==> config.mk <==
export PLATFORM = sky130hd
export DESIGN_NAME = ing_width_adapt
export DESIGN_NICKNAME = d
export VERILOG_FILES = /design/src/mpls_router_pkg.sv /design/src/ing_width_adapt.sv
export SDC_FILE = /design/constraint.sdc
export NUM_CORES = 1
export LEC_CHECK = 0
export BUFFER_PORTS_ARGS = -buffer_cell sky130_fd_sc_hd__buf_2
export CAP_MARGIN = 20
export CORE_MARGIN = 2
export CORE_UTILIZATION = 50
export CTS_CLUSTER_DIAMETER = 50
export DETAILED_ROUTE_END_ITERATION = 6
export GPL_TIMING_DRIVEN = 1
export HOLD_SLACK_MARGIN = 0.15
export PLACE_DENSITY = 0.76
export SLEW_MARGIN = 10
export SYNTH_ARGS = -nofsm -noshare
export SYNTH_HDL_FRONTEND = slang
export SYNTH_SLANG_ARGS = --single-unit
==> constraint.sdc <==
create_clock -name clk -period 7.8 [get_ports clk]
set_clock_uncertainty 0.1 [all_clocks]
set_input_delay 0.78 -clock clk [delete_from_list [all_inputs] [get_ports clk]]
set_output_delay 0.78 -clock clk [all_outputs]
set_load 0.01 [all_outputs]
==> src/mpls_router_pkg.sv <==
/* MPLS router ingress definitions */

package mpls_router_pkg;

    ////////////////////////////////////////////////////////////////////////
    // Converged bus

    localparam int CONV_BYTES = 8;
    localparam int CONV_WIDTH = CONV_BYTES * 8;

    ////////////////////////////////////////////////////////////////////////
    // Physical ports

    localparam int NUM_8B_PORTS  = 2;
    localparam int NUM_32B_PORTS = 2;
    localparam int NUM_PORTS     = NUM_8B_PORTS + NUM_32B_PORTS;

    // Bytes per beat of each port class
    localparam int P8_BYTES  = 1;
    localparam int P32_BYTES = 4;

    // Arbiter index map, 8-bit ports first
    localparam int P8_BASE  = 0;
    localparam int P32_BASE = P8_BASE + NUM_8B_PORTS;

    // Port index carried in tuser
    localparam int PORT_IDX_WIDTH = $clog2(NUM_PORTS);

    ////////////////////////////////////////////////////////////////////////
    // Packet buffer

    // Depth in converged words, power of two
    localparam int BUF_DEPTH      = 16;
    localparam int BUF_ADDR_WIDTH = $clog2(BUF_DEPTH);
    // Extra bit tells full from empty
    localparam int BUF_PTR_WIDTH  = BUF_ADDR_WIDTH + 1;

    ////////////////////////////////////////////////////////////////////////
    // Arbiter

    typedef enum logic {
        ARB_IDLE,
        ARB_BURST
    } arb_state_t;

endpackage

==> src/ing_width_adapt.sv <==
/* Narrow port width adapter */

`timescale 1ns/100ps

module ing_width_adapt
    import mpls_router_pkg::*;
#(
    parameter int IN_BYTES = 1
) (
    input  logic                    clk,
    input  logic                    reset,

    input  logic                    in_tvalid,
    input  logic [IN_BYTES*8-1:0]   in_tdata,
    input  logic                    in_tlast,

    output logic                    word_valid,
    output logic [CONV_WIDTH-1:0]   word_data,
    output logic [CONV_BYTES-1:0]   word_keep,
    output logic                    word_last
);

    localparam int IN_WIDTH = IN_BYTES * 8;
    localparam int LANES    = CONV_BYTES / IN_BYTES;
    localparam int LANE_W   = (LANES > 1) ? $clog2(LANES) : 1;

    logic [LANE_W-1:0]      lane;
    logic [CONV_WIDTH-1:0]  asm_data;
    logic [CONV_WIDTH-1:0]  next_data;
    logic [CONV_BYTES-1:0]  next_keep;
    logic                   word_done;

    ////////////////////////////////////////////////////////////////////////
    // Assembly

    // Lane 0 starts a fresh word so unused bytes read as zero
    always_comb begin
        next_data = (lane == '0) ? '0 : asm_data;
        next_data[lane*IN_WIDTH +: IN_WIDTH] = in_tdata;
        for (int b = 0; b < CONV_BYTES; b++) begin
            next_keep[b] = (b < (int'(lane) + 1) * IN_BYTES);
        end
    end

    // Word closes when the last lane fills or the packet ends
    assign word_done = in_tvalid && (in_tlast || lane == LANE_W'(LANES - 1));

    ////////////////////////////////////////////////////////////////////////
    // Registers

    always_ff @(posedge clk) begin
        if (reset) begin
            lane       <= '0;
            word_valid <= 1'b0;
        end else begin
            word_valid <= word_done;
            if (in_tvalid) begin
                lane <= word_done ? '0 : lane + 1'b1;
            end
        end
    end

    always_ff @(posedge clk) begin
        if (in_tvalid) begin
            asm_data <= next_data;
        end
        if (word_done) begin
            word_data <= next_data;
            word_keep <= next_keep;
            word_last <= in_tlast;
        end
    end

endmodule

=== Word level (Yosys, flattened, before mapping) ===
Index checks and enable logic that the tools add are counted.
W data, S select, Z words.

* Register bits after elaboration: 141
* Bits in latches: 0
* Memory bits (writable): 0
* ROM bits: 0
* Output and inout bits: 74
* Word-level logic and storage cells: 26
* Memories kept: 0

* Add/sub/neg operators: 3
* Multiply operators: 0
* Divide/modulo/power cells: 0
* Order comparisons: 8
* Equality and inequality tests: 1
* Shift-type cells: 2
* Multiplexer cells: 3
* Bitwise gates (word level): 0
* Reductions and logical operators: 3

{| class="wikitable"
|+ Operators with widths
! kind !! number
|-
| $lt A4 B32 Y1 const A || 3
|-
| $bwmux W64 || 1
|-
| $lt A3 B32 Y1 const A || 2
|-
| $mux W64 || 1
|-
| $shift A8 B34 Y64 const A || 1
|-
| $shiftx A8 B34 Y64 || 1
|-
| $neg A6 Y34 || 1
|-
| $lt A1 B32 Y1 const A || 1
|-
| $lt A2 B32 Y1 const A || 1
|-
| $add A3 B1 Y4 const B || 1
|-
| $lt A3 B4 Y1 const A || 1
|-
| $add A3 B1 Y3 const B || 1
|-
| $eq A3 B3 Y1 const B || 1
|-
| $logic_not A3 Y1 || 1
|-
| $mux W3 || 1
|-
| $logic_and A1 B1 Y1 || 1
|-
| $logic_or A1 B1 Y1 || 1
|}

=== Logic depth before layout (Yosys ltp) ===
* Depth in word-level cells: 4
* Depth in mapped cells: 9
* Mapped depth without buffers: 6

=== Least setup slack after synthesis ===
Ideal clock, no wire load.

* Kind: register to register
* From: reg lane[1]
* To: reg word_data[0] (enable)
* Library setup time: 0.514 ns
* Arrival: 4.114 ns
* Required time: 7.186 ns
* Setup slack: 3.072 ns
* Stages on the path, launching flop included: 5
* Path buffers: 0
* Cells stage by stage: dfxtp_1 > ha_1 > ha_1 > nor2_1 > nor2b_1

* Cells in the longest elaborated chain, start to end: 3

{| class="wikitable"
|+ Ends and longest elaborated chain
! element !! RTL line !! RTL
|-
| start, declared || ing_width_adapt.sv:27 || <nowiki>logic [LANE_W-1:0] lane;</nowiki>
|-
| start signal, assigned || ing_width_adapt.sv:58 || <nowiki>lane <= word_done ? '0 : lane + 1'b1;</nowiki>
|-
| $eq A3 B3 Y1 || ing_width_adapt.sv:46 || <nowiki>assign word_done = in_tvalid && (in_tlast || lane == LANE_W'(LANES - 1));</nowiki>
|-
| $logic_or A1 B1 Y1 || ing_width_adapt.sv:46 ||
|-
| $logic_and A1 B1 Y1 || ing_width_adapt.sv:46 ||
|-
| net word_done || ing_width_adapt.sv:31 || <nowiki>logic word_done;</nowiki>
|-
| end signal, assigned || ing_width_adapt.sv:68 || <nowiki>word_data <= next_data;</nowiki>
|-
| end, declared || ing_width_adapt.sv:18 || <nowiki>output logic [CONV_WIDTH-1:0] word_data,</nowiki>
|}

The timed path passes the listed nets, and every way through them passes these cells.
A chain may end at the register's enable or synchronous reset.

=== Worst setup path after layout ===
* From: reg lane[0]
* To: reg word_data[61], data pin

* Cells in the longest elaborated chain, start to end: 3
* Elaborated cells on any way between the ends: 6
* Classes of those cells: add/sub (1); shift (2); mux (2); reduce/logical (1)

{| class="wikitable"
|+ Ends and longest elaborated chain
! element !! RTL line !! RTL
|-
| $neg A6 Y34 / $logic_not A3 Y1 (equally long branches) || ing_width_adapt.sv:39, ing_width_adapt.sv:38 ||
|-
| $shiftx A8 B34 Y64 (tied with other cells) || ing_width_adapt.sv:39 || <nowiki>next_data[lane*IN_WIDTH +: IN_WIDTH] = in_tdata;</nowiki>
|-
| $bwmux W64 * || ing_width_adapt.sv:39 ||
|-
| net next_data[61] || ing_width_adapt.sv:29 || <nowiki>logic [CONV_WIDTH-1:0] next_data;</nowiki>
|}

The timed path passes the listed nets; every way through them passes the cells marked *.

==> flow_summary.rst <==
.. list-table::
   :header-rows: 1

   * - Metric
     - Value
   * - Run status
     - finished, final reports clean
   * - Slew Viols, Final
     - 0
   * - Worst Path Max Fanout
     - 24
   * - 1st-pass router iterations
     - 4
   * - Drt total wl
     - 11800 um
   * - Switching power of the nets
     - 376 uW
   * - Internal cell power
     - 1.37 mW
   * - Number of cells on the worst reg-to-reg path
     - 7
   * - Clock tree from TritonCTS
     - yes
   * - Maximum buffer depth of the clock tree
     - 2
   * - Number of standard cells after synthesis
     - 377
   * - Kind of start point of the critical path
     - flip-flop
   * - Unrepaired setup endpoints after global routing
     - no
   * - Maximum number of pins on one net before global-route repair
     - 70
   * - Leakage component of the power
     - 2.78 nW
   * - Main flop type after synthesis
     - edfxtp_1
   * - Sequential cell area fraction in the yosys report
     - 73.0%
   * - Ports placed on the boundary
     - 86
   * - Depth of the worst hold-timing path
     - 1
   * - Final Power
     - 1.75 mW
   * - Area growth syn-to-layout
     - 18.1%
   * - Wire length of the first global-routing pass
     - 18900 um
   * - Total core area
     - 11300 sq um
   * - Height of the die
     - 111 um
   * - Cell with the largest stage delay on the worst path
     - nor3b_2
   * - Share of post-route cells with drive strength above 1
     - 25.9%
   * - Final period util
     - 44.2%
   * - Buffers on Ports
     - 85
   * - Count of hold buffers inserted by post-cts repair
     - 0
   * - Worst setup slack for register-to-register paths
     - 4.35 ns
   * - Origin of the critical flop-to-flop path
     - lane[0]
   * - End point of the worst hold path
     - asm_data[4]
   * - Vias per cell
     - 5.69
   * - Endpoint of the worst register-to-register path
     - word_data[61]
   * - FMAX
     - 0.290 GHz
   * - Share of power burned in combinational logic
     - 6.8%
   * - Flop pwr share
     - 50.8%
   * - Cell mode on critical path
     - ha_1
   * - Vias in the first global route
     - 3470
   * - Start-to-end type of the worst setup path
     - reg -> reg
   * - Transition time at the pin with the least slew margin
     - 1.03 ns
   * - Total half-perimeter wirelength after legalization and detailed placement
     - 7240 um
   * - Via total after detailed routing
     - 3494
   * - Final design instance area without fill
     - 6780 sq um
   * - Switching Share
     - 21.5%
   * - Number of cells upsized or downsized after cts
     - 0
   * - Class of the tightest hold or removal check
     - reg -> reg
   * - Largest stage delay, worst path
     - 0.75 ns
   * - Most frequent standard cell in the layout excluding fill and tap cells
     - edfxtp_1
   * - Clock sinks
     - 141
   * - WP data arrival
     - 3.49 ns
   * - Worst-Skew Late Latency
     - 0.41 ns
   * - DRC Markers
     - 0
   * - Slew headroom
     - 31.2%
   * - EDFF count, synth
     - 137
   * - Total number of yosys warnings
     - 0
   * - Post-synthesis register bit count
     - 141
   * - TritonCTS buffer count
     - 17
   * - Setup Total Neg Slack
     - 0 ns
   * - Endpoint class of the critical path
     - flip-flop
   * - Clock network fraction of design power
     - 42.4%
   * - Total global routing track utilization
     - 20.1%
   * - Power per unit of standard cell area
     - 258 nW/um^2
   * - CTS H-Tree Depth
     - 4
   * - Final count of negative-setup-slack endpoints
     - 0
   * - Placement Cell Area
     - 6220 sq um
   * - Final number of hold-violating endpoints
     - 0
   * - Async S/R FF share, synth
     - 0%
   * - Number of buffers inserted by post-CTS setup repair
     - 0
   * - Ant. Diodes
     - 0
   * - Shortest period the worst path allows
     - 3.45 ns
   * - Count of max-cap constraint violations
     - 0
   * - Gpl congestion
     - 0.847
   * - Root buffer cell
     - clkbuf_16
   * - Horizontal extent of the die
     - 111 um
   * - Number of nets in the finished design
     - 477
   * - Critical hold path startpoint
     - asm_data[4]
   * - Avg WL per Cell
     - 19.3 um
   * - Net Count, Synth
     - 395
   * - Unique cell type count in the Yosys netlist
     - 35
   * - GRT overflow
     - 0
   * - Die Footprint
     - 12400 sq um
   * - Remaining antenna violation count
     - 0
   * - Per-instance average area after synthesis
     - 15.2 sq um
   * - Violation count after the first detailed-route iteration
     - 356
   * - Worst path required time
     - 7.85 ns
   * - Clock transition at the register clock pins on the worst setup and hold paths after CTS
     - 0.06 ns
   * - Highest ir drop seen on vdd
     - 182 uV
   * - Top library cells by usage in the layout, fill and taps aside
     - edfxtp_1 (137), buf_2 (85), nor2_1 (37), nand2_1 (37), mux2i_1 (33)
   * - Cell row count
     - 39
   * - Antenna violations before repair
     - 0
   * - Cell-by-cell listing of the critical path
     - buf_4 > inv_1 > ha_1 > ha_1 > nor3b_2 > mux2i_1 > nor2_1
   * - Netlist area before placement
     - 5740 sq um
   * - Initial cell density of the core
     - 50.7%
## through the flow
stage                     hold WS, ns  cells  util [%]  setup slack, ns
after floorplan                 0.423    377         -             3.07
after global placement          0.462    582      55.0             4.47
after detailed placement        0.448    582      55.0             4.23
after CTS                       0.470    613      59.7             4.20
after global routing            0.486    614      59.9             4.09
final                           0.473    614      59.9             4.35
## layer usage
metal,global-route usage [%],routed length [um],up-vias
li1,-,-,1611
met5,0,0,-
met3,6.34,859,18
met4,8.72,257,0
met1,27.8,5210,1719
met2,29.6,5510,146
## worst max-delay path by stage
stage,to,cells past startpoint,start,slack [ns]
global route,word_data[18],8,lane[0],4.09
floorplan,word_data[0],4,lane[1],3.07
finish,word_data[61],7,lane[0],4.35
global placement,word_keep[2],6,lane[0],4.47
CTS,word_keep[2],6,lane[0],4.20
detailed placement,word_keep[2],6,lane[0],4.23
## kinds of logic (layout without fill, tap and decap cells)
logic type,count (synthesis),after routing,share of synthesized area (%)
buffers and inverters,33,127,3.18
AO/OA/AOI/OAI,35,35,5.19
multiplexers,33,33,5.75
AND/OR/NAND/NOR,129,129,11.5
adder cells (fa/ha/maj),6,6,1.31
flip-flops,141,141,73.0
## state kept, by name, summed over array words and instances, names as in the netlist
name and count:
asm_data 64, word_data 64, word_keep 8, lane 3, word_last 1, word_valid 1
## layout make-up
type                    instances  area (sq um)
clock buffers                  21           440
clock inverters                10          98.8
fillers                       884          4540
inverters                       6          22.5
multi-input cells             203          1370
flip-flops and latches        141          4190
well taps                     143           179
repair buffers                 90           475
## critical path, delay by kind of cell (launching register included)
family,cells,cell delay (ns)
mux,1,0.29
flops,1,0.72
buf+inv,2,0.54
fa+ha+maj,2,0.69
simple gates,2,0.82
## cell usage after synthesis, drive strengths merged (2+ instances only)
cell type / n / area [sq um]
clkbuf: 8 / 31.3
inv: 6 / 22.5
o2bb2ai: 8 / 70.1
mux2i: 33 / 330
nand3b: 2 / 27.5
nand3: 3 / 25.0
ha: 6 / 75.1
dfxtp: 4 / 80.1
nand4: 25 / 163
nand2: 38 / 145
nor2: 39 / 156
buf: 19 / 129
nand2b: 2 / 15.0
edfxtp: 137 / 4110
o311ai: 24 / 210
a31oi: 2 / 12.5
nor2b: 13 / 81.3
or2: 3 / 18.8
## power by group through the flow
stage                     combinational (mW)  sequential [mW]  clock [mW]
final                                  0.119            0.889       0.741
after global routing                   0.131            0.893       0.785
after CTS                              0.118            0.890       0.751
after detailed placement               0.118            0.904           0
after global placement                 0.113            0.903           0
after floorplan                       0.0648            0.910           0
No activity file was read; power rests on OpenSTA's default activity.
