$ cat src/mpls_router_pkg.sv
/* MPLS router ingress definitions */

package mpls_router_pkg;

    ////////////////////////////////////////////////////////////////////////
    // Converged bus

    localparam int CONV_BYTES = 8;
    localparam int CONV_WIDTH = CONV_BYTES * 8;

    ////////////////////////////////////////////////////////////////////////
    // Physical ports

    localparam int NUM_8B_PORTS  = 2;
    localparam int NUM_32B_PORTS = 2;
    localparam int NUM_PORTS     = NUM_8B_PORTS + NUM_32B_PORTS;

    // Bytes per beat of each port class
    localparam int P8_BYTES  = 1;
    localparam int P32_BYTES = 4;

    // Arbiter index map, 8-bit ports first
    localparam int P8_BASE  = 0;
    localparam int P32_BASE = P8_BASE + NUM_8B_PORTS;

    // Port index carried in tuser
    localparam int PORT_IDX_WIDTH = $clog2(NUM_PORTS);

    ////////////////////////////////////////////////////////////////////////
    // Packet buffer

    // Depth in converged words, power of two
    localparam int BUF_DEPTH      = 16;
    localparam int BUF_ADDR_WIDTH = $clog2(BUF_DEPTH);
    // Extra bit tells full from empty
    localparam int BUF_PTR_WIDTH  = BUF_ADDR_WIDTH + 1;

    ////////////////////////////////////////////////////////////////////////
    // Arbiter

    typedef enum logic {
        ARB_IDLE,
        ARB_BURST
    } arb_state_t;

endpackage

$ cat src/ing_port_buffer.sv
/* Per-port packet buffer */

`timescale 1ns/100ps

module ing_port_buffer
    import mpls_router_pkg::*;
(
    input  logic                    clk,
    input  logic                    reset,

    input  logic                    word_valid,
    input  logic [CONV_WIDTH-1:0]   word_data,
    input  logic [CONV_BYTES-1:0]   word_keep,
    input  logic                    word_last,

    output logic                    rd_valid,
    output logic [CONV_WIDTH-1:0]   rd_data,
    output logic [CONV_BYTES-1:0]   rd_keep,
    output logic                    rd_last,
    input  logic                    rd_ready,

    output logic                    overflow
);

    logic [CONV_WIDTH-1:0]      mem_data [BUF_DEPTH];
    logic [CONV_BYTES-1:0]      mem_keep [BUF_DEPTH];
    logic                       mem_last [BUF_DEPTH];

    // Tentative write, commit point and read pointers
    logic [BUF_PTR_WIDTH-1:0]   wr_ptr;
    logic [BUF_PTR_WIDTH-1:0]   commit_ptr;
    logic [BUF_PTR_WIDTH-1:0]   rd_ptr;

    // Whole packets waiting to be read
    logic [BUF_PTR_WIDTH-1:0]   pkt_cnt;

    logic                       dropping;
    logic [BUF_PTR_WIDTH-1:0]   used;
    logic                       full;
    logic                       wr_en;
    logic                       commit;
    logic                       rd_fire;
    logic                       rd_done;

    ////////////////////////////////////////////////////////////////////////
    // Status

    // Uncommitted words of the current packet count as used
    assign used    = wr_ptr - rd_ptr;
    assign full    = (used == BUF_PTR_WIDTH'(BUF_DEPTH));
    assign wr_en   = word_valid && !dropping && !full;
    assign commit  = wr_en && word_last;
    assign rd_fire = rd_valid && rd_ready;
    assign rd_done = rd_fire && rd_last;

    ////////////////////////////////////////////////////////////////////////
    // Storage

    always_ff @(posedge clk) begin
        if (wr_en) begin
            mem_data[wr_ptr[BUF_ADDR_WIDTH-1:0]] <= word_data;
            mem_keep[wr_ptr[BUF_ADDR_WIDTH-1:0]] <= word_keep;
            mem_last[wr_ptr[BUF_ADDR_WIDTH-1:0]] <= word_last;
        end
    end

    assign rd_valid = (pkt_cnt != '0);
    assign rd_data  = mem_data[rd_ptr[BUF_ADDR_WIDTH-1:0]];
    assign rd_keep  = mem_keep[rd_ptr[BUF_ADDR_WIDTH-1:0]];
    assign rd_last  = mem_last[rd_ptr[BUF_ADDR_WIDTH-1:0]];

    ////////////////////////////////////////////////////////////////////////
    // Write side with drop handling

    always_ff @(posedge clk) begin
        if (reset) begin
            wr_ptr     <= '0;
            commit_ptr <= '0;
            dropping   <= 1'b0;
            overflow   <= 1'b0;
        end else begin
            overflow <= 1'b0;
            if (word_valid) begin
                if (dropping) begin
                    // Discard the tail of a dropped packet
                    if (word_last) begin
                        dropping <= 1'b0;
                    end
                end else if (full) begin
                    // No room, rewind to the last whole packet
                    wr_ptr   <= commit_ptr;
                    overflow <= 1'b1;
                    dropping <= !word_last;
                end else begin
                    wr_ptr <= wr_ptr + 1'b1;
                    if (word_last) begin
                        commit_ptr <= wr_ptr + 1'b1;
                    end
                end
            end
        end
    end

    ////////////////////////////////////////////////////////////////////////
    // Read side and packet count

    always_ff @(posedge clk) begin
        if (reset) begin
            rd_ptr  <= '0;
            pkt_cnt <= '0;
        end else begin
            if (rd_fire) begin
                rd_ptr <= rd_ptr + 1'b1;
            end
            case ({commit, rd_done})
                2'b10:   pkt_cnt <= pkt_cnt + 1'b1;
                2'b01:   pkt_cnt <= pkt_cnt - 1'b1;
                default: pkt_cnt <= pkt_cnt;
            endcase
        end
    end

endmodule

$ cat config.mk
export PLATFORM = sky130hd
export DESIGN_NAME = ing_port_buffer
export DESIGN_NICKNAME = d
export VERILOG_FILES = /design/src/mpls_router_pkg.sv /design/src/ing_port_buffer.sv
export SDC_FILE = /design/constraint.sdc
export NUM_CORES = 1
export LEC_CHECK = 0
export BUFFER_PORTS_ARGS = -buffer_cell sky130_fd_sc_hd__buf_2
export CORE_MARGIN = 4
export CORE_UTILIZATION = 40
export CTS_CLUSTER_DIAMETER = 60
export DETAILED_ROUTE_END_ITERATION = 8
export PLACE_DENSITY_LB_ADDON = 0.12
export SYNTH_ARGS = -nofsm -noshare
export SYNTH_HDL_FRONTEND = slang
export SYNTH_SLANG_ARGS = --single-unit
$ cat constraint.sdc
create_clock -name clk -period 8.5 [get_ports clk]
set_clock_uncertainty 0.05 [all_clocks]
set_input_delay 0.85 -clock clk [delete_from_list [all_inputs] [get_ports clk]]
set_output_delay 0.85 -clock clk [all_outputs]
set_load 0.03 [all_outputs]
# [Word-level counts from Yosys, hierarchy flattened]
# Memories as Yosys holds them, arrays and structs flattened. A register that Yosys moved wholly into a read port is not among the register bits.
# Index checks and enable logic that the tools add are counted.
[word_totals] reg_bits=22 mem_bits_rw=1168 n_memories=3
[memory_table] memory="mem_data" words=16 word_bits=64 read_ports=1 rd_ports_with_merged_regs=1 wr=1 line="ing_port_buffer.sv:25" text="logic [CONV_WIDTH-1:0] mem_data [BUF_DEPTH];"
[memory_table] memory="mem_keep" words=16 word_bits=8 read_ports=1 rd_ports_with_merged_regs=1 wr=1 line="ing_port_buffer.sv:26" text="logic [CONV_BYTES-1:0] mem_keep [BUF_DEPTH];"
[memory_table] memory="mem_last" words=16 word_bits=1 read_ports=1 rd_ports_with_merged_regs=1 wr=1 line="ing_port_buffer.sv:27" text="logic mem_last [BUF_DEPTH];"
[classes] add_sub_neg=5 eq_ne=3 mux=14 bitwise_logic=3 n_reduce_logical=13
[op_table] operator="two-way mux 4 bit" count=6
[op_table] operator="adder 5 x 1 -> 5 bit, second input constant" count=3
[op_table] operator="case mux 5 bit (2 select lines)" count=1
[op_table] operator="two-way mux 1 bit" count=6
[op_table] operator="== test 5 bit, second input constant" count=1
[op_table] operator="logical AND 1 bit" count=5
[op_table] operator="two-way mux 5 bit" count=1
[op_table] operator="nonzero test 5 bit" count=1
[op_table] operator="subtractor 5 x 1 -> 5 bit, second input constant" count=1
[op_table] operator="subtractor 5 bit" count=1
[op_table] operator="AND reduction 4 bit" count=1
[op_table] operator="logical NOT 1 bit" count=3
[op_table] operator="NOT 1 bit" count=3
[op_table] operator="OR reduction 3 bit" count=1
[op_table] operator="== test 2 x 1 -> 1 bit, second input constant" count=1
[op_table] operator="== test 2 bit, second input constant" count=1
[op_table] operator="AND reduction 2 bit" count=1
[op_table] operator="nonzero test 2 bit" count=1

# [Logic depth before layout (Yosys ltp)]
# Gate-level depths: netlist (run 1).
[logic_depth] word_depth=7 mapped_depth=14 mapped_depth_nobuf=14

# [Worst setup path after synthesis (run 1)]
# OpenSTA, ideal clock, no wires.
[synth_timing] path_type="register to register" startpoint="register rd_ptr[3]" endpoint="memory mem_data[15][0] (netlist bit), enable pin" setup_time_ps=594 arrival_time_ps=6275 required_ps=7856 setup_slack_ps=1581 stages_incl_launch_ff=8 n_path_buf=1 cell_sequence="dfxtp_1 -> inv_1 -> ha_1 -> xor2_1 -> o22ai_2 -> and4_1 -> buf_2 -> nor3_1"
[synth_between] elab_chain_len=6
[synth_lines] item="start: declaration" line="ing_port_buffer.sv:32" text="logic [BUF_PTR_WIDTH-1:0] rd_ptr;"
[synth_lines] item="start signal: assignment" line="ing_port_buffer.sv:113" text="rd_ptr <= rd_ptr + 1'b1;"
[synth_lines] item="subtractor 5 bit" line="ing_port_buffer.sv:49" text="assign used = wr_ptr - rd_ptr;"
[synth_lines] item="== test 5 bit" line="ing_port_buffer.sv:50" text="assign full = (used == BUF_PTR_WIDTH'(BUF_DEPTH));"
[synth_lines] item="logical NOT 1 bit" line="ing_port_buffer.sv:51" text="assign wr_en = word_valid && !dropping && !full;"
[synth_lines] item="logical AND 1 bit" line="ing_port_buffer.sv:51"
[synth_lines] item="two-way mux 1 bit" line="ing_port_buffer.sv:60" text="if (wr_en) begin"
[synth_lines] item="two-way mux 1 bit (not written as such)" line="ing_port_buffer.sv:61" text="mem_data[wr_ptr[BUF_ADDR_WIDTH-1:0]] <= word_data;"
[synth_lines] item="end: declaration" line="ing_port_buffer.sv:25"
# No other way between the ends.

==> metrics.md, run 1 <==
| Metric | Value |
|---|---|
| Outcome | `completed` |
| Hold Fails Final Rpt | `0` |
| Synth cell types | `39` |
| TritonCTS Buffers | `132` |
| Post-DRT Antenna Nets | `0` |
| RSZ-0062 raised after global routing | `false` |
| Post-synth net total | `1885` |
| DP Cell Count | `3383` |
| GRT overflow | `0` |
| Most frequent cells in the layout | `edfxtp_1, mux4_2, buf_2` |
| Yosys warning count | `0` |
| Placer Congestion | `0.6960` |
| Sequential share of power | `49.2%` |
| Die Ht | `344.4 um` |
| Clock power frac | `40.1%` |
| Via count | `19870` |
| CTS max path bufs | `3` |
| Drt first pass iters | `5` |
| WS Path Type | `register to output port` |
| Top cells by area, synth | `edfxtp_1, mux4_2, dfxtp_1` |
| Core Region | `0.1123 sq mm` |
| CTS Sinks | `1194` |
| Tcrit/Tclk final | `62.63%` |
| Rows | `123` |
| Routed WL per cell | `28.77 um` |
| P_sw | `3.082 mW` |
| Syn_area_per_cell | `25.23 sq um` |
| Antenna violations before repair | `19` |
| CP Max Fanout | `85` |
| Critical Path RT | `7.60 ns` |
| Rel. slew slack | `27.12%` |
| Worst vdd ir | `0.1856 mV` |
| Power Dens Cells | `259.0 mW/mm^2` |
| TNS Setup | `0 ns` |
| Total track usage | `17.93%` |
| Worst setup margin | `3.176 ns` |
| Worst Setup End Kind | `output port` |
| Hold WC Path Type | `input port to register` |
| Crit path launch type | `register` |
| Worst slew pin tran | `1.093 ns` |
| Flops & latches, synth | `1194` |
| Dpl cell area | `0.04774 sq mm` |
| DP HPWL | `51050 um` |
| Die area | `0.1186 sq mm` |
| Root Driver | `clkbuf_16` |
| Commonest non-fill, non-tap cell in the layout | `edfxtp_1` |
| Number of global-route vias before repair | `21940` |
| 1st-iter DRT viols | `1712` |
| Vias/cell | `5.478` |
| Post_cts resized | `0` |
| Sequential share of the synthesized area | `78.64%` |
| Largest net degree at the start of global routing | `149` |
| Fmax | `0.1878 GHz` |
| Synthesized area | `0.04526 sq mm` |
| Clk slew on worst S/H paths | `0.06 ns` |
| Pint | `10.34 mW` |
| Top_reg_cell synth | `edfxtp_1` |
| I/O pin cnt | `152` |
| Post-Synthesis Cells | `1794` |
| H-tree Lvls | `4` |
| Clk Latency, worst-skew pair | `0.71 ns` |
| Fill cells | `9340` |
| MaxCap Viol Count | `0` |
| Crit path DAT | `4.42 ns` |
| Final setup violation count | `0` |
| Logic pwr share | `10.7%` |
| Hold WS | `0.3304 ns` |
| WL final | `104300 um` |
| Pre-CTS worst setup slack | `3.715 ns` |
| Final nets | `2108` |
| Synthesis-to-finish area growth | `14.53%` |
| Area leader, netlist | `edfxtp_1` |
| Hold_buf cts | `0` |
| Slew Limit Fails | `0` |
| Chip Width | `344.4 um` |
| Min Clock Period, post-route | `5.324 ns` |
| IO Port Bufs | `151` |
| Cell leakage power | `15.80 nW` |
| Synth top area share | `77.49%` |
| Clock tree from TritonCTS | `built` |
| Sw Share | `22.96%` |
| Fin cells | `3627` |
| First-pass GRT wire length | `152000 um` |
| Initial Util | `40.29%` |
| Final instance area | `0.05184 sq mm` |
| Postcts setup bufs | `0` |
| Number of enable flip-flop cells after synthesis | `1168` |
| Share of flip-flops with an asynchronous set or reset | `0%` |
| Layout cell share with drive strength beyond 1 | `35.53%` |
| DRC Markers | `0` |
## critical path, stage by stage, from the launching register on
cell and delay, ns:
dfxtp_4 0.91, buf_12 0.62, buf_12 0.61, mux4_2 0.57
mux4_2 0.59, buf_2 0.23
## sequential cells by signal, summed over array words and instances, names as in the netlist, named ones only
signal	cells
mem_data	1024
rd_ptr	5
mem_last	16
overflow	1
mem_keep	128
commit_ptr	5
pkt_cnt	5
dropping	1
wr_ptr	5
## logic make-up (layout without fill, tap and decap cells)
kind of cell	after synthesis	after routing	share of synthesized area [%]
XOR/XNOR	10	10	0.1935
other	0	5	0
flip-flops	1194	1194	78.64
AND/OR/NAND/NOR	80	80	0.9454
adder cells (fa/ha/maj)	14	14	0.4036
buffers and inverters	101	429	1.186
AO/OA/AOI/OAI	28	28	0.4285
multiplexers	367	367	18.21
## through the flow
stage / util, % / power [mW]
floorplan: - / 7.819
global placement: 42.49 / 8.190
detailed placement: 42.49 / 8.214
CTS: 46.13 / 13.62
global route: 46.13 / 13.94
finish: 46.14 / 13.43
## synth_stat cells, types with 2 or more instances
| library cell | number |
|---|---|
| nor2b_1 | 8 |
| o21ai_0 | 4 |
| nor3_1 | 8 |
| and4_1 | 5 |
| ha_1 | 13 |
| a21oi_1 | 9 |
| and3_1 | 12 |
| or3b_2 | 2 |
| buf_6 | 6 |
| nand2_1 | 9 |
| a31oi_1 | 4 |
| nor2_1 | 20 |
| dfxtp_1 | 26 |
| mux4_2 | 365 |
| buf_4 | 26 |
| buf_2 | 12 |
| a21o_1 | 2 |
| xor2_1 | 3 |
| nand4_1 | 3 |
| and2_1 | 3 |
| xnor2_1 | 7 |
| clkbuf_1 | 38 |
| buf_1 | 9 |
| edfxtp_1 | 1168 |
| inv_1 | 10 |
| nand3_1 | 7 |
| a311oi_1 | 3 |
## power groups by stage
stage               Sequential, mW  Combinational [mW]  Clock [mW]
floorplan                     6.69                1.13           0
global placement              6.73                1.46           0
detailed placement            6.74                1.48           0
CTS                           6.61                1.48        5.53
global route                  6.62                1.55        5.77
finish                        6.61                1.43        5.39
## layout make-up
| type | count | area, sq um | area share (%) |
|---|---|---|---|
| clock inverters | 74 | 533.0 | 1.028 |
| multi-input cells | 499 | 9206 | 17.76 |
| clock buffers | 165 | 3553 | 6.855 |
| inverters | 10 | 37.54 | 0.07241 |
| flip-flops and latches | 1194 | 35610 | 68.69 |
| repair buffers | 180 | 1011 | 1.950 |
| diodes | 5 | 12.51 | 0.02414 |
| well taps | 1500 | 1877 | 3.620 |
## metal layers
metal	up-vias	GRT usage, %	wire length [um]
li1	8286	-	-
met2	461	29.77	52180
met4	12	4.160	1707
met1	10960	24.71	45190
met3	152	3.580	5185
met5	-	0	81
## final timing paths
check                             startpoint                       to  slack, ns  cells after the start
setup / recovery                    register               rd_data[1]       3.18                      5
hold / removal                    word_valid    dropping$_SDFFE_PP0P_       0.33                      2
setup reg to reg      wr_ptr[2]$_SDFFE_PP0P_  pkt_cnt[4]$_SDFFE_PP0P_       4.01                     13
hold reg to reg   commit_ptr[2]$_SDFFE_PP0P_   wr_ptr[2]$_SDFFE_PP0P_       0.45                      2
(Power assumes the default switching activity.)
==> run 2: changes to the inputs <==
Settings changed: ABC_AREA from default to 1.
Clock period 8.5 ns to 4.85 ns, I/O delays scaled along.
==> run 2 against run 1 <==
Worst setup slack lost 2.6 ns. Non-clock buffer count up 29. Synthesized cell count rose by 88%. Clock power is 78% higher. Die area is 3.0% higher. Cell count up 40%. Routed wire length increased by 22%. Critical path depth rose by 2. First-iteration DRC count increased by 49%. Via count increased by 45%. Largest cell class unchanged. Largest power group unchanged.
==> metrics.md, run 2 <==
| Metric | Value |
|---|---|
| H-tree Lvls | `4` |
| Number of enable flip-flop cells after synthesis | `1168` |
| Chip Width | `349.5 um` |
| Clk slew on worst S/H paths | `0.06 ns` |
| WS Path Type | `register to output port` |
| Rows | `125` |
| Tcrit/Tclk final | `88.91%` |
| First-pass GRT wire length | `189200 um` |
| Synth cell count leaders | `edfxtp_1, nor2_1, o21ai_0` |
| Cell leakage power | `17.08 nW` |
| Post-DRT Antenna Nets | `0` |
| Critical Path RT | `4.32 ns` |
| Die area | `0.1221 sq mm` |
| 1st-iter DRT viols | `2552` |
| Power Dens Cells | `539.3 mW/mm^2` |
| Post-Synthesis Cells | `3364` |
| CP Max Fanout | `113` |
| Hold Fails Final Rpt | `0` |
| Worst slew pin tran | `1.131 ns` |
| Layout cell share with drive strength beyond 1 | `11.42%` |
| R2R Setup Slk | `1.00 ns` |
| WL final | `127400 um` |
| Rel. slew slack | `24.61%` |
| Hold WC Path Type | `input port to register` |
| Pint | `19.14 mW` |
| Delay-heaviest family, CP | `buffers and inverters` |
| Final nets | `3551` |
| DP HPWL | `60310 um` |
| Most frequent cells in the layout | `edfxtp_1, nor2_1, o21ai_0` |
| Fin cells | `5087` |
| Drt first pass iters | `6` |
| Flops & latches, synth | `1194` |
| Slew Limit Fails | `0` |
| Postcts setup bufs | `0` |
| Worst vdd ir | `0.3908 mV` |
| Buf/Inv on CP | `3` |
| Worst path max stage delay | `0.70 ns` |
| Capture point of the critical path | `rd_data[2]` |
| CTS max path bufs | `3` |
| RR Endpoint | `pkt_cnt[4]$_SDFFE_PP0P_` |
| Dpl cell area | `0.04893 sq mm` |
| Post-synth net total | `3455` |
| Synthesis-to-finish area growth | `13.85%` |
| Crit path launch type | `register` |
| Final instance area | `0.05311 sq mm` |
| Number of global-route vias before repair | `29300` |
| IO Port Bufs | `151` |
| Top_reg_cell synth | `edfxtp_1` |
| I/O pin cnt | `152` |
| Share of flip-flops with an asynchronous set or reset | `0%` |
| Max reg flops | `1024` |
| Outcome | `completed` |
| Clock tree from TritonCTS | `built` |
| MaxCap Viol Count | `0` |
| TritonCTS Buffers | `131` |
| Logic pwr share | `25.7%` |
| Synth cell types | `27` |
| Worst Setup End Kind | `output port` |
| Syn_area_per_cell | `13.87 sq um` |
| Worst R2R Path Depth | `16` |
| Via count | `28840` |
| Fill cells | `10150` |
| Sequential share of power | `40.7%` |
| Crit path DAT | `3.78 ns` |
| Vias/cell | `5.668` |
| Placer Congestion | `0.7429` |
| Clk Latency, worst-skew pair | `0.73 ns` |
| Sequential share of the synthesized area | `76.30%` |
| DP Cell Count | `4849` |
| Fmax | `0.2319 GHz` |
| Area leader, netlist | `edfxtp_1` |
| CP max stage cell | `buf_4` |
| Routed WL per cell | `25.04 um` |
| Final setup violation count | `0` |
| Most frequent cell after synthesis | `edfxtp_1` |
| Post_cts resized | `0` |
| DRC Markers | `0` |
| Initial Util | `40.20%` |
| Die Ht | `349.5 um` |
| P_sw | `9.499 mW` |
| Footprint of the multi-input gates | `0.009732 sq mm` |
| Core Region | `0.1160 sq mm` |
| Clock power frac | `33.6%` |
| Hold path cells | `1` |
| Min Clock Period, post-route | `4.312 ns` |
| CTS Sinks | `1194` |
| Total track usage | `20.69%` |
| Crit-path cells | `inv_8, buf_4, o21ai_0, o221ai_1, o211ai_1, nand2_1, buf_2` |
| Synthesized area | `0.04665 sq mm` |
| Synth top area share | `75.19%` |
| Register area | `0.03561 sq mm` |
| RSZ-0062 raised after global routing | `false` |
| Instance count on the critical path | `7` |
| Root Driver | `clkbuf_16` |
| Antenna violations before repair | `24` |
| Commonest non-fill, non-tap cell in the layout | `edfxtp_1` |
| Yosys warning count | `0` |
| Sw Share | `33.17%` |
| Top cells by area, synth | `edfxtp_1, o21ai_0, nor2_1` |
| Hold WS | `0.08590 ns` |
| GRT overflow | `0` |
| Largest net degree at the start of global routing | `233` |
## run 2: changes by cell type in the layout (fill, tap and decap cells not counted), moves of 40 or more
| cell | delta |
|---|---|
| o22ai_1 | +87 |
| nand2_1 | +123 |
| inv_1 | +40 |
| nand3_1 | +75 |
| o211ai_1 | +106 |
| o21ai_1 | +45 |
| o21ai_0 | +543 |
| nor2_1 | +604 |
| mux4_2 | -365 |
| o221ai_1 | +185 |
## run 2: worst min path at each step
stage                                     start                         to  slack, ns
after floorplan           dropping$_SDFFE_PP0P_      dropping$_SDFFE_PP0P_       0.39
after global placement    dropping$_SDFFE_PP0P_      dropping$_SDFFE_PP0P_       0.40
after detailed placement  dropping$_SDFFE_PP0P_      dropping$_SDFFE_PP0P_       0.41
after CTS                         word_data[11]  mem_data[4][11]$_DFFE_PP_       0.03
after global routing              word_data[40]  mem_data[4][40]$_DFFE_PP_       0.06
final                             word_data[30]  mem_data[7][30]$_DFFE_PP_       0.09
## run 2: kinds of logic (layout without fill, tap and decap cells)
family | after synthesis | count (layout) | share of synthesized area [%]
simple gates | 866 | 866 | 7.253
fa+ha+maj | 14 | 14 | 0.3916
buf+inv | 300 | 492 | 3.090
other cells | 0 | 7 | 0
xor+xnor | 6 | 6 | 0.1127
flops | 1194 | 1194 | 76.30
compound gates | 984 | 984 | 12.85
## run 2: per-layer routing
metal	GRT usage (%)	up-vias	share of wire [%]
met5	0	-	0.075
met4	5.094	14	1.8
met3	3.649	196	5.7
met2	34.39	846	48
met1	28.45	14780	44
li1	-	13000	-
## run 2: power by group through the flow
stage	registers (mW)	logic [mW]	clock network, mW
after floorplan	11.8	5.32	0
after global placement	11.9	7.26	0
after detailed placement	11.9	7.41	0
after CTS	11.7	7.44	9.83
after global routing	11.7	8.12	10.3
final	11.7	7.36	9.62
## run 2: worst reg2reg max path, stage by stage, from the launching register on
cell and delay, ns:
dfxtp_4 0.85, inv_8 0.51, nor2_1 0.29, o21ai_0 0.10, o211ai_1 0.12, nand3_1 0.15, a21oi_1 0.23, ha_1 0.32
inv_1 0.11, fa_1 0.42, inv_1 0.10, nand2_1 0.07, nand2_1 0.07, a21oi_1 0.07, xor2_1 0.13, nand2_1 0.07
a21oi_1 0.12
## run 2: repair_timing
item | in CTS | in global routing
hold endpoints to repair | 3 | 0
hold buffers | 2 | 0
endpoints found under the setup margin | 0 | 0
## run 2: area by class of cell
cell class	count	share of cell area, %
inverter	54	0.4335
antenna	7	0.03298
timing repair buffer	209	2.771
tap	1524	3.591
sequential	1194	67.05
clock inverter	67	1.084
multi-input combinational	1870	18.32
clock buffer	162	6.712
## run 2: through the flow
stage               worst slack, ns  power (mW)  utilization [%]  TNS (ns)
CTS                          0.4403       28.92            45.75         0
global route                 0.2839       30.06            45.75         0
floorplan                   -0.2649       17.07                -   -291.87
detailed placement            1.076       19.29            42.16         0
finish                       0.5378       28.64            45.76         0
global placement              1.093       19.13            42.16         0
